[config.mk]
export PLATFORM = sky130hd
export DESIGN_NAME = fpga_registers
export DESIGN_NICKNAME = d
export VERILOG_FILES = /design/src/common/fpga_regs_pkg.sv /design/src/fpga_registers/fpga_registers.sv
export SDC_FILE = /design/constraint.sdc
export NUM_CORES = 1
export LEC_CHECK = 0
export BUFFER_PORTS_ARGS = -buffer_cell sky130_fd_sc_hd__buf_2
export CAP_MARGIN = 20
export CORE_AREA = 2 2 81 83
export DETAILED_ROUTE_END_ITERATION = 8
export DIE_AREA = 0 0 83 85
export MAX_ROUTING_LAYER = met4
export PLACE_DENSITY = 0.76
export SETUP_SLACK_MARGIN = 0.4
export SLEW_MARGIN = 0
export SYNTH_ARGS = -nofsm -noshare
export SYNTH_HDL_FRONTEND = slang
export SYNTH_SLANG_ARGS = --single-unit
[constraint.sdc]
create_clock -name WBs_CLK_i -period 3 [get_ports WBs_CLK_i]
set_input_delay 0.3 -clock WBs_CLK_i [delete_from_list [all_inputs] [get_ports WBs_CLK_i]]
set_output_delay 0.3 -clock WBs_CLK_i [all_outputs]
set_load 0.01 [all_outputs]
[src/common/fpga_regs_pkg.sv]
//----------------------------------------------------------------------
// Register map and shared constants
//----------------------------------------------------------------------
package fpga_regs_pkg;

    // Bus geometry
    localparam int ADDR_WIDTH = 9;
    localparam int DATA_WIDTH = 32;

    //------------------------------------------------------------------
    // Register map
    //------------------------------------------------------------------
    localparam logic [ADDR_WIDTH-1:0] REG_ID_ADR     = 9'h000;
    localparam logic [ADDR_WIDTH-1:0] REG_REV_ADR    = 9'h001;
    localparam logic [ADDR_WIDTH-1:0] GPIO_IN_ADR    = 9'h002;
    localparam logic [ADDR_WIDTH-1:0] GPIO_OUT_ADR   = 9'h003;
    localparam logic [ADDR_WIDTH-1:0] GPIO_OE_ADR    = 9'h004;

    localparam logic [ADDR_WIDTH-1:0] FIFO1_ACC_ADR  = 9'h040;
    localparam logic [ADDR_WIDTH-1:0] FIFO1_FLAG_ADR = 9'h041;
    localparam logic [ADDR_WIDTH-1:0] FIFO2_ACC_ADR  = 9'h080;
    localparam logic [ADDR_WIDTH-1:0] FIFO2_FLAG_ADR = 9'h081;
    localparam logic [ADDR_WIDTH-1:0] FIFO3_ACC_ADR  = 9'h100;
    localparam logic [ADDR_WIDTH-1:0] FIFO3_FLAG_ADR = 9'h101;

    //------------------------------------------------------------------
    // Identity and reset values
    //------------------------------------------------------------------
    localparam logic [31:0] DEVICE_ID          = 32'hF1F0_7E57;
    localparam logic [15:0] REV_NUM            = 16'h0100;       // Zero-extended on read
    localparam logic [31:0] DEFAULT_READ_VALUE = 32'hFABD_EFAC;  // Unmapped addresses

    localparam logic [7:0]  GPIO_OUT_RESET     = 8'h00;
    localparam logic [7:0]  GPIO_OE_RESET      = 8'h00;

    //------------------------------------------------------------------
    // FIFO fill-level codes
    //------------------------------------------------------------------
    localparam int FIFO_FLAG_WIDTH = 4;

    localparam logic [FIFO_FLAG_WIDTH-1:0] LVL_NONE    = 4'd0;  // Nothing present
    localparam logic [FIFO_FLAG_WIDTH-1:0] LVL_SOME    = 4'd1;  // One or more
    localparam logic [FIFO_FLAG_WIDTH-1:0] LVL_QUARTER = 4'd2;
    localparam logic [FIFO_FLAG_WIDTH-1:0] LVL_HALF    = 4'd3;
    localparam logic [FIFO_FLAG_WIDTH-1:0] LVL_THREE_Q = 4'd4;
    localparam logic [FIFO_FLAG_WIDTH-1:0] LVL_ALL     = 4'd5;  // Whole depth

endpackage
[src/fpga_registers/fpga_registers.sv]
//----------------------------------------------------------------------
// Bus slave register block
//----------------------------------------------------------------------
module fpga_registers (
    input  logic                                  WBs_CLK_i,
    input  logic                                  WBs_RST_i,

    // Bridge side
    input  logic [fpga_regs_pkg::ADDR_WIDTH-1:0]  WBs_ADR_i,
    input  logic                                  WBs_CYC_i,
    input  logic [3:0]                            WBs_BYTE_STB_i,
    input  logic                                  WBs_WE_i,
    input  logic                                  WBs_RD_i,
    input  logic                                  WBs_STB_i,
    input  logic [fpga_regs_pkg::DATA_WIDTH-1:0]  WBs_DAT_i,
    output logic [fpga_regs_pkg::DATA_WIDTH-1:0]  WBs_DAT_o,
    output logic                                  WBs_ACK_o,

    // GPIO
    input  logic [7:0]                            gpio_in_i,
    output logic [7:0]                            gpio_out_o,
    output logic [7:0]                            gpio_oe_o,

    // FIFO side
    input  logic [15:0]                           fifo1_dout_i,
    input  logic [15:0]                           fifo2_dout_i,
    input  logic [31:0]                           fifo3_dout_i,
    input  logic [fpga_regs_pkg::FIFO_FLAG_WIDTH-1:0] fifo1_push_flag_i,
    input  logic [fpga_regs_pkg::FIFO_FLAG_WIDTH-1:0] fifo1_pop_flag_i,
    input  logic [fpga_regs_pkg::FIFO_FLAG_WIDTH-1:0] fifo2_push_flag_i,
    input  logic [fpga_regs_pkg::FIFO_FLAG_WIDTH-1:0] fifo2_pop_flag_i,
    input  logic [fpga_regs_pkg::FIFO_FLAG_WIDTH-1:0] fifo3_push_flag_i,
    input  logic [fpga_regs_pkg::FIFO_FLAG_WIDTH-1:0] fifo3_pop_flag_i,
    input  logic                                  fifo1_almost_full_i,
    input  logic                                  fifo1_almost_empty_i,
    input  logic                                  fifo2_almost_full_i,
    input  logic                                  fifo2_almost_empty_i,
    input  logic                                  fifo3_almost_full_i,
    input  logic                                  fifo3_almost_empty_i,
    output logic                                  fifo1_push_o,
    output logic                                  fifo2_push_o,
    output logic                                  fifo3_push_o,
    output logic                                  fifo1_pop_o,
    output logic                                  fifo2_pop_o,
    output logic                                  fifo3_pop_o
);
    import fpga_regs_pkg::*;

    logic       access;     // Cycle accepted on this edge
    logic [2:0] wr_dcd;     // Bit n is FIFO n+1
    logic [2:0] rd_dcd;
    logic [2:0] rd_s0;      // Read decode shift stages
    logic [2:0] rd_s1;
    logic [2:0] rd_s2;
    logic [2:0] pop_stb;

    // Status word as seen by the host
    function automatic logic [DATA_WIDTH-1:0] flag_word(
        input logic [FIFO_FLAG_WIDTH-1:0] push_flag,
        input logic [FIFO_FLAG_WIDTH-1:0] pop_flag,
        input logic                       almost_full,
        input logic                       almost_empty
    );
        return {16'h0000, almost_empty, 3'b000, pop_flag,
                almost_full, 3'b000, push_flag};
    endfunction

    //------------------------------------------------------------------
    // Decode
    //------------------------------------------------------------------
    assign access = WBs_CYC_i & WBs_STB_i & ~WBs_ACK_o;

    assign wr_dcd[0] = access &  WBs_WE_i & (WBs_ADR_i == FIFO1_ACC_ADR);
    assign wr_dcd[1] = access &  WBs_WE_i & (WBs_ADR_i == FIFO2_ACC_ADR);
    assign wr_dcd[2] = access &  WBs_WE_i & (WBs_ADR_i == FIFO3_ACC_ADR);
    assign rd_dcd[0] = access & ~WBs_WE_i & (WBs_ADR_i == FIFO1_ACC_ADR);
    assign rd_dcd[1] = access & ~WBs_WE_i & (WBs_ADR_i == FIFO2_ACC_ADR);
    assign rd_dcd[2] = access & ~WBs_WE_i & (WBs_ADR_i == FIFO3_ACC_ADR);

    assign fifo1_push_o = wr_dcd[0];
    assign fifo2_push_o = wr_dcd[1];
    assign fifo3_push_o = wr_dcd[2];

    // Pop after the host has sampled the head word
    assign pop_stb     = rd_s1 & ~rd_s2;
    assign fifo1_pop_o = pop_stb[0];
    assign fifo2_pop_o = pop_stb[1];
    assign fifo3_pop_o = pop_stb[2];

    //------------------------------------------------------------------
    // Acknowledge, GPIO registers, pop pipeline
    //------------------------------------------------------------------
    always_ff @(posedge WBs_CLK_i or posedge WBs_RST_i)
    begin
        if (WBs_RST_i)
        begin
            WBs_ACK_o  <= 1'b0;
            gpio_out_o <= GPIO_OUT_RESET;
            gpio_oe_o  <= GPIO_OE_RESET;
            rd_s0      <= 3'b000;
            rd_s1      <= 3'b000;
            rd_s2      <= 3'b000;
        end
        else
        begin
            WBs_ACK_o <= access;  // Single cycle, access drops while ACK is high

            if (access && WBs_WE_i && WBs_BYTE_STB_i[0])
            begin
                if (WBs_ADR_i == GPIO_OUT_ADR)
                    gpio_out_o <= WBs_DAT_i[7:0];
                if (WBs_ADR_i == GPIO_OE_ADR)
                    gpio_oe_o <= WBs_DAT_i[7:0];
            end

            rd_s0 <= rd_dcd;
            rd_s1 <= rd_s0;
            rd_s2 <= rd_s1;
        end
    end

    //------------------------------------------------------------------
    // Read multiplexer
    //------------------------------------------------------------------
    always_comb
    begin
        case (WBs_ADR_i)
            REG_ID_ADR:     WBs_DAT_o = DEVICE_ID;
            REG_REV_ADR:    WBs_DAT_o = {16'h0000, REV_NUM};
            GPIO_IN_ADR:    WBs_DAT_o = {24'h000000, gpio_in_i};
            GPIO_OUT_ADR:   WBs_DAT_o = {24'h000000, gpio_out_o};
            GPIO_OE_ADR:    WBs_DAT_o = {24'h000000, gpio_oe_o};
            FIFO1_ACC_ADR:  WBs_DAT_o = {16'h0000, fifo1_dout_i};
            FIFO1_FLAG_ADR: WBs_DAT_o = flag_word(fifo1_push_flag_i, fifo1_pop_flag_i,
                                                  fifo1_almost_full_i, fifo1_almost_empty_i);
            FIFO2_ACC_ADR:  WBs_DAT_o = {16'h0000, fifo2_dout_i};
            FIFO2_FLAG_ADR: WBs_DAT_o = flag_word(fifo2_push_flag_i, fifo2_pop_flag_i,
                                                  fifo2_almost_full_i, fifo2_almost_empty_i);
            FIFO3_ACC_ADR:  WBs_DAT_o = fifo3_dout_i;
            FIFO3_FLAG_ADR: WBs_DAT_o = flag_word(fifo3_push_flag_i, fifo3_pop_flag_i,
                                                  fifo3_almost_full_i, fifo3_almost_empty_i);
            default:        WBs_DAT_o = DEFAULT_READ_VALUE;
        endcase
    end

endmodule

Word level (Yosys, flattened, before mapping)
Index checks and enable logic that the tools add are counted.

Bits in registers: 26. Input port bits: 153. Output and inout port bits: 55. Logic and storage cells: 36.

Equality and inequality tests: 10. Multiplexer cells: 1. Bitwise operators: 14. Reductions and logical operators: 5.

Operators by type and width (count): 32-bit case mux with 11 select lines (1); 9-bit by 2-bit equality test with 1-bit output (second input constant) (2); 9-bit by 7-bit equality test with 1-bit output (second input constant) (2); 9-bit by 8-bit equality test with 1-bit output (second input constant) (2); 9-bit equality test (second input constant) (2); 1-bit bitwise AND (10); 9-bit by 1-bit equality test with 1-bit output (second input constant) (1); 9-bit by 3-bit equality test with 1-bit output (second input constant) (1); 9-bit zero test (1); 2-bit AND reduction (2); 3-bit bitwise AND (1); 3-bit NOT (1); 1-bit logical AND (2); 1-bit NOT (2).

Longest topological paths before layout
Gate-level depths: netlist (run 1).

Depth after elaboration: 5. Gate-level depth with buffers: 8. Mapped depth without buffers: 5.

Worst setup path before layout (run 1)
OpenSTA, ideal clock, no wires.

Kind: input to output. Start: input WBs_ADR_i[5] (netlist bit). End: output WBs_DAT_o[10] (netlist bit). Data arrival time: 2146 ps. Data required time: 2700 ps. Path slack: 554 ps. Stages on the path: 6. Path through: or4_1 or4_4 o22ai_1 o211ai_1 clkbuf_1 a211o_1.

Word-level cells in the longest chain between the ends: 2.

RTL lines: from (decl) (RTL line fpga_registers.sv:9) `input logic [fpga_regs_pkg::ADDR_WIDTH-1:0] WBs_ADR_i,`; 9-bit equality test, or another cell as far along (RTL line fpga_registers.sv:127) `case (WBs_ADR_i)`; 32-bit case mux with 11 select lines * (RTL line fpga_registers.sv:127); to (decl) (RTL line fpga_registers.sv:16) `output logic [fpga_regs_pkg::DATA_WIDTH-1:0] WBs_DAT_o,`.

Every way passes the cells marked *; elsewhere a longest branch is shown, timed or not.

Worst setup path in the final report (run 1)
Start: input WBs_ADR_i[5] (netlist bit). End: output WBs_DAT_o[8] (netlist bit).

The elaborated chain is that of the path after synthesis.

==> metrics.md, run 1 <==
| Metric | Value |
|---|---|
| Outcome | finished clean |
| Avg WL per Cell | ~16 µm |
| DRT Pass-1 Iters | 4 |
| Cell Area, Placed | ~3100 µm² |
| CTS tree | built |
| Die height | between 80 and 90 µm |
| Final Skew | approximately 1.5 ps |
| CP Launch Type | primary input |
| Row count | 29 |
| Main combinational cell family by area after synthesis | simple AND/OR/NAND/NOR gates |
| Post-synthesis sequential area ratio | 0.316 |
| GP Congestion | between 0.8 and 0.9 |
| Worst reg-to-reg setup slack | between 1000 and 1500 ps |
| Number of synthesized flops with an enable pin | 0 |
| Sink Count | 26 |
| Top cells by area, synth | dfrtp_1 32%, mux2i_1 11%, nand2_1 5.3% |
| Synth top area share | 0.316 |
| Register Area | around 650 µm² |
| CP Capture Type | primary output |
| Synth Area in Compound Gates | 0.215 |
| Clock Path Buffers | 2 |
| Buffers and inverters on the worst path | 3 |
| Cell mode on critical path | or4_4 |
| Final core utilization | 0.533 |
| Die width | 83 µm |
| Synth cell types | 42 |
| Clock buffer count from CTS | 3 |
| Post-Syn Area | between 2000 and 2500 µm² |
| Syn Nets | 390 |
| HP Class | in -> async |
| Gate Count Post-Synth | 237 |
| Post-layout nets | approximately 580 |
| Area of the core | between 6000 and 7000 µm² |
| Diodes inserted | 0 |
| First DRT Iteration DRCs | between 90 and 100 |
| Final setup violation count | 0 |
| Worst-margin pin slew | between 500 and 600 ps |
| Total track usage | 0.230 |
| Count leader, synth | nand2_1 |
| IO Pins | roughly 210 |
| Slew Limit Fails | 0 |
| Mean post-synth cell area | between 8 and 9 µm² |
| Largest area contributor in the netlist | dfrtp_1 |
| Worst-path clk slew | ~90 ps |
| Leakage power | 1.76 nW |
| H-tree levels | 1 |
| Slew HR | 0.631 |
| FF+latch count, synth | 26 |
| Antenna violations before repair | 0 |
| Largest net degree at the start of global routing | 27 |
| Post-synthesis adder-cell area fraction | 0 |
| Fin crit share | 0.851 |
| Effective utilization at floorplan | 0.332 |
| Final hold slack | ~63 ps |
| CP max FO | 3 |
| VDD IR max | 254 µV |
| Overall routed net length | 8320 µm |
| Crit path max-delay cell type | or4_4 |
| Simple-Gate Fraction of Synth Area | 0.229 |
| Post-route cell area | around 3300 µm² |
| Vias in the first global route | 2588 |
| Kind of critical path | in -> out |
| Pwr/cell area | around 250 nW/µm² |
| Reg2reg path depth | 3 |
| Post-Synth XOR/XNOR Area | 0.00425 |
| # DRC | 0 |
| Synth Flop Type | dfrtp_1 |
| Setup TNS | 0 ps |
| Root buffer cell | clkbuf_8 |
| Crit path max-delay family | simple AND/OR/NAND/NOR gates |
| DP HPWL | around 6700 µm |
| Crit path depth | 8 |
| Mux share of post-synthesis cell area | 0.200 |
| Top post-synthesis cells by count | 29 x nand2_1, 26 x dfrtp_1, 22 x mux2i_1 |
| Die Area | between 7000 and 8000 µm² |
| Pwr Total | 0.000838 W |
| Crit path from | WBs_ADR_i[5] |
| Share of cells above drive strength 1 | 0.521 |
| Reported max-cap violation count | 0 |
| End of the critical path | WBs_DAT_o[8] |
| Layout fillers | about 600 |
| Area of the multi-input gates | between 1000 and 1500 µm² |
| Clock latency on the worst-skew pair | ~270 ps |
| Cell Chain, Critical Path | buf_8, or4_4, or4_4, o22ai_4, buf_4, a21oi_1, or3_1, buf_2 |
| Vias per cell | 5.30 |
| Antenna-violating nets left | 0 |
| Max Fclk | 392 MHz |
| First-pass GRT wire length | about 13000 µm |
| Ys Warns | 0 |
| Critical path arrival | ~2300 ps |
| Final Hold Fails | 0 |
| Fin crit period | ~2600 ps |
| CP required | 2700 ps |
| RSZ-0062 raised after global routing | true |
| Port Buffers | between 150 and 200 |
| Async set or reset register ratio after synthesis | 1.00 |
| # hold bufs at CTS | 0 |
| Overflow after GRT | 0 |
| Vias | approximately 2700 |
| Max incr delay on CP | about 540 ps |
| RR Startpoint | WBs_ACK_o |
| Worst reg2reg path endpoint | gpio_oe_o[2] |
| Layout area overhead | 60.3% |
-- sequential cells by signal (all words and copies together), names as in the netlist --
register	flops
gpio_oe_o	8
rd_s1	3
rd_s0	3
rd_s2	3
WBs_ACK_o	1
gpio_out_o	8
-- worst reg2reg max path, stage by stage (launching register included) --
cell and delay [ps]:
dfrtp_1 400, nor2_1 210, and4_1 500, mux2_1 380
-- area by class of cell --
| cell class | instances | area share |
|---|---|---|
| Clock buffer | 3 | 0.0125 |
| Clock inverter | 1 | 0.00909 |
| Inverter | 6 | 0.00682 |
| Multi-Input combinational cell | 192 | 0.415 |
| Sequential cell | 26 | 0.197 |
| Tap cell | 77 | 0.0292 |
| Timing Repair Buffer | 202 | 0.331 |
-- power breakdown --
part,internal [W],switching [W]
logic,0.000103,0.0000925
registers,0.000352,0.00000115
clock network,0.000178,0.000111
total,0.000633,0.000204
-- how the worst min path moves through the flow --
| stage | from | end | slack [ps] |
|---|---|---|---|
| floorplan | rd_s0[0] | rd_s1[0] | 330 |
| global placement | rd_s0[2] | rd_s1[2] | 330 |
| detailed placement | rd_s0[2] | rd_s1[2] | 340 |
| CTS | WBs_DAT_i[0] | gpio_oe_o[0] | 250 |
| global route | WBs_RST_i | gpio_out_o[6] | 90 |
| finish | WBs_RST_i | gpio_out_o[6] | 60 |
-- cells in the final DEF (no fill, tap or decap), types with 3 or more instances in the layout --
| cell | Yosys | layout |
|---|---|---|
| a22oi_1 | 10 | 10 |
| clkbuf_8 | 0 | 3 |
| a22o_1 | 3 | 3 |
| o22ai_1 | 13 | 12 |
| buf_4 | 1 | 22 |
| mux2_1 | 8 | 8 |
| dfrtp_1 | 26 | 26 |
| o21ai_0 | 7 | 7 |
| and2_1 | 4 | 4 |
| nor2b_1 | 5 | 5 |
| a21oi_1 | 9 | 9 |
| nand3b_1 | 3 | 3 |
| buf_2 | 0 | 177 |
| nor2_1 | 16 | 16 |
| nand2_1 | 29 | 29 |
| nand2b_1 | 4 | 4 |
| mux2i_1 | 22 | 22 |
| nand3_1 | 7 | 7 |
| a21o_1 | 8 | 8 |
| inv_1 | 6 | 6 |
| a221oi_1 | 5 | 5 |
| mux2_2 | 9 | 9 |
-- layer usage --
metal | part of all wire | vias to the layer above | track usage
li1 | - | 1279 | -
met1 | 0.39 | 1260 | 0.264
met2 | 0.53 | 146 | 0.430
met3 | 0.071 | 4 | 0.0331
met4 | 0.0069 | 0 | 0.0432
met5 | 0 | - | -
-- kinds of logic after synthesis --
| logic type | Yosys count |
|---|---|
| flops | 26 |
| compound gates | 64 |
| simple gates | 88 |
| mux | 39 |
| buf+inv | 19 |
| xor+xnor | 1 |
-- metrics by stage --
step                      setup slack, ps  std cells
after detailed placement              161        495
after CTS                             410        501
after floorplan                       554        237
final                                 447        507
after global routing                  380        507
after global placement                195        495
-- timing repair --
item                       CTS  global route
setup endpoints to repair   23            20
pin swaps                    1             1
gates resized for setup      3             6
buffers inserted             2             5
(Power assumes the default switching activity.)
==> run 2, diff against run 1 <==
==> constraint.sdc (replaced) <==
create_clock -name WBs_CLK_i -period 3 [get_ports WBs_CLK_i]
set_input_delay 0.3 -clock WBs_CLK_i [delete_from_list [all_inputs] [get_ports WBs_CLK_i]]
set_output_delay 0.3 -clock WBs_CLK_i [all_outputs]
set_load 0.1 [all_outputs]
==> metrics.md, run 2 (same netlist as run 1, synthesis figures left out) <==
| Metric | Value |
|---|---|
| Root buffer cell | clkbuf_8 (unchanged) |
| Fin crit share | 0.885 (was 0.851) |
| Leakage power | 2.02 nW (was 1.76 nW) |
| RSZ-0062 raised after global routing | true (unchanged) |
| Die height | 85 µm (unchanged) |
| IO Pins | 208 (unchanged) |
| Worst-path clk slew | 100 ps (was 90 ps) |
| Layout fillers | 539 (was 602) |
| Diodes inserted | 0 (unchanged) |
| Crit path max-delay cell type | or4_4 (unchanged) |
| Max Fclk | 377 MHz (was 392 MHz) |
| Layout area overhead | 86.3% (was 60.3%) |
| Area of the multi-input gates | 1470 µm² (was 1370 µm²) |
| CP Capture Type | primary output (unchanged) |
| Row count | 29 (unchanged) |
| Outcome | finished clean (unchanged) |
| Antenna-violating nets left | 0 (unchanged) |
| Pwr Total | 0.000922 W (was 0.000838 W) |
| Biggest regs | gpio_oe_o: 8 flops, gpio_out_o: 8 flops (unchanged) |
| Worst reg-to-reg setup slack | 1430 ps (was 1400 ps) |
| Overflow after GRT | 0 (unchanged) |
| Commonest non-fill, non-tap cell in the layout | buf_2 (unchanged) |
| # DRC | 0 (unchanged) |
| Avg WL per Cell | 17.3 µm (was 16.4 µm) |
| Port Buffers | 179 (unchanged) |
| Kind of critical path | in -> out (unchanged) |
| Max incr delay on CP | 530 ps (was 540 ps) |
| Reg2reg path depth | 5 (was 3) |
| Post-layout nets | 585 (was 584) |
| GP Congestion | 0.821 (was 0.835) |
| Clock Path Buffers | 2 (unchanged) |
| Antenna violations before repair | 0 (unchanged) |
| DRT Pass-1 Iters | 4 (unchanged) |
| Crit path from | WBs_ADR_i[5] (unchanged) |
| RR Startpoint | WBs_ACK_o (unchanged) |
| # hold bufs at CTS | 0 (unchanged) |
| DP HPWL | 7060 µm (was 6700 µm) |
| Reported max-cap violation count | 0 (unchanged) |
| Critical path arrival | 2360 ps (was 2250 ps) |
| Clock buffer count from CTS | 3 (unchanged) |
| CP required | 2700 ps (about the same) |
| Cell Chain, Critical Path | buf_8, or4_4, or4_4, o22ai_4, a21o_1, nand3_4, buf_2 (was buf_8, or4_4, or4_4, o22ai_4, buf_4, a21oi_1, or3_1, buf_2) |
| Clock latency on the worst-skew pair | 270 ps (about the same) |
| Area of the core | 6200 µm² (unchanged) |
| CP max FO | 9 (was 3) |
| Final Skew | 4.82 ps (was 1.46 ps) |
| CTS tree | built (unchanged) |
| Die width | 83 µm (unchanged) |
| Sink Count | 26 (unchanged) |
| Vias | 2759 (was 2689) |
| Vias per cell | 5.43 (was 5.30) |
| Worst-margin pin slew | 493 ps (was 553 ps) |
| Effective utilization at floorplan | 0.332 (unchanged) |
| Largest net degree at the start of global routing | 27 (unchanged) |
| Slew Limit Fails | 0 (unchanged) |
| Die Area | 7060 µm² (unchanged) |
| Cell mode on critical path | or4_4 (unchanged) |
| VDD IR max | 304 µV (was 254 µV) |
| Register Area | 651 µm² (unchanged) |
| H-tree levels | 1 (unchanged) |
| Setup TNS | 0 ps (unchanged) |
| Fin crit period | 2660 ps (was 2550 ps) |
| First-pass GRT wire length | 13700 µm (was 12700 µm) |
| First DRT Iteration DRCs | 142 (was 93) |
| Overall routed net length | 8780 µm (was 8320 µm) |
| HP Class | in -> async (unchanged) |
| Final setup violation count | 0 (unchanged) |
| Pwr/cell area | 240 nW/µm² (was 254 nW/µm²) |
| Worst reg2reg path endpoint | gpio_out_o[1] (was gpio_oe_o[2]) |
| Share of cells above drive strength 1 | 0.566 (was 0.521) |
| Most frequent cells in the layout | 149 x buf_2, 27 x nand2_1, 27 x buf_12, 26 x dfrtp_1 (was 177 x buf_2, 29 x nand2_1, 26 x dfrtp_1, 22 x mux2i_1, 22 x buf_4) |
| Slew HR | 0.673 (was 0.631) |
| Vias in the first global route | 2797 (was 2588) |
| Total track usage | 0.246 (was 0.230) |
| CP Launch Type | primary input (unchanged) |
| Final Hold Fails | 0 (unchanged) |
==> run 2: worst max-delay path, delay by kind of cell <==
kind | cells | cell delay (ps)
AO/OA/AOI/OAI | 2 | 530
buffers and inverters | 2 | 400
AND/OR/NAND/NOR | 3 | 1110
==> run 2: worst max path at each step <==
stage                         end  slack (ps)  cells after the start
floorplan           WBs_DAT_o[15]         250                      6
global placement    WBs_DAT_o[10]         200                      7
finish               WBs_DAT_o[5]         340                      7
CTS                 WBs_DAT_o[30]         350                      8
global route        WBs_DAT_o[29]         280                      8
detailed placement  WBs_DAT_o[10]         190                      7
==> run 2: layer usage <==
metal	vias to the layer above	part of all wire	GRT usage	wire, µm
met5	-	0	-	0
met4	0	0.016	0.0626	138
met3	16	0.077	0.0311	674
met2	156	0.52	0.449	4610
met1	1302	0.38	0.285	3360
li1	1285	-	-	-
==> run 2: what timing repair did <==
item,CTS,global route
resized for setup,14,10
setup endpoints to repair,27,28
gates cloned,1,0
setup buffers,2,3
pin swaps,1,2
==> run 2: layout make-up <==
cell class	count	area share
Clock buffer	3	0.0107
Tap cell	77	0.0251
Clock inverter	1	0.00782
Inverter	6	0.00586
Timing Repair Buffer	203	0.399
Multi-Input combinational cell	192	0.383
Sequential cell	26	0.169
==> run 2: per-stage QoR <==
stage / hold WS, ps / instances / setup WS, ps / instance area [µm²] / utilization
after floorplan: 331 / 237 / 245 / 2150 / -
after global placement: 335 / 497 / 205 / 3610 / 0.582
after detailed placement: 336 / 497 / 189 / 3610 / 0.582
after CTS: 244 / 504 / 347 / 3760 / 0.606
after global routing: 61.7 / 508 / 285 / 3840 / 0.619
final: 19.2 / 508 / 345 / 3840 / 0.619
==> run 2: power breakdown <==
group	internal [W]	switching, W
clock network	0.000179	0.000115
logic	0.000123	0.000153
registers	0.000352	0.00000110
total	0.000653	0.000269
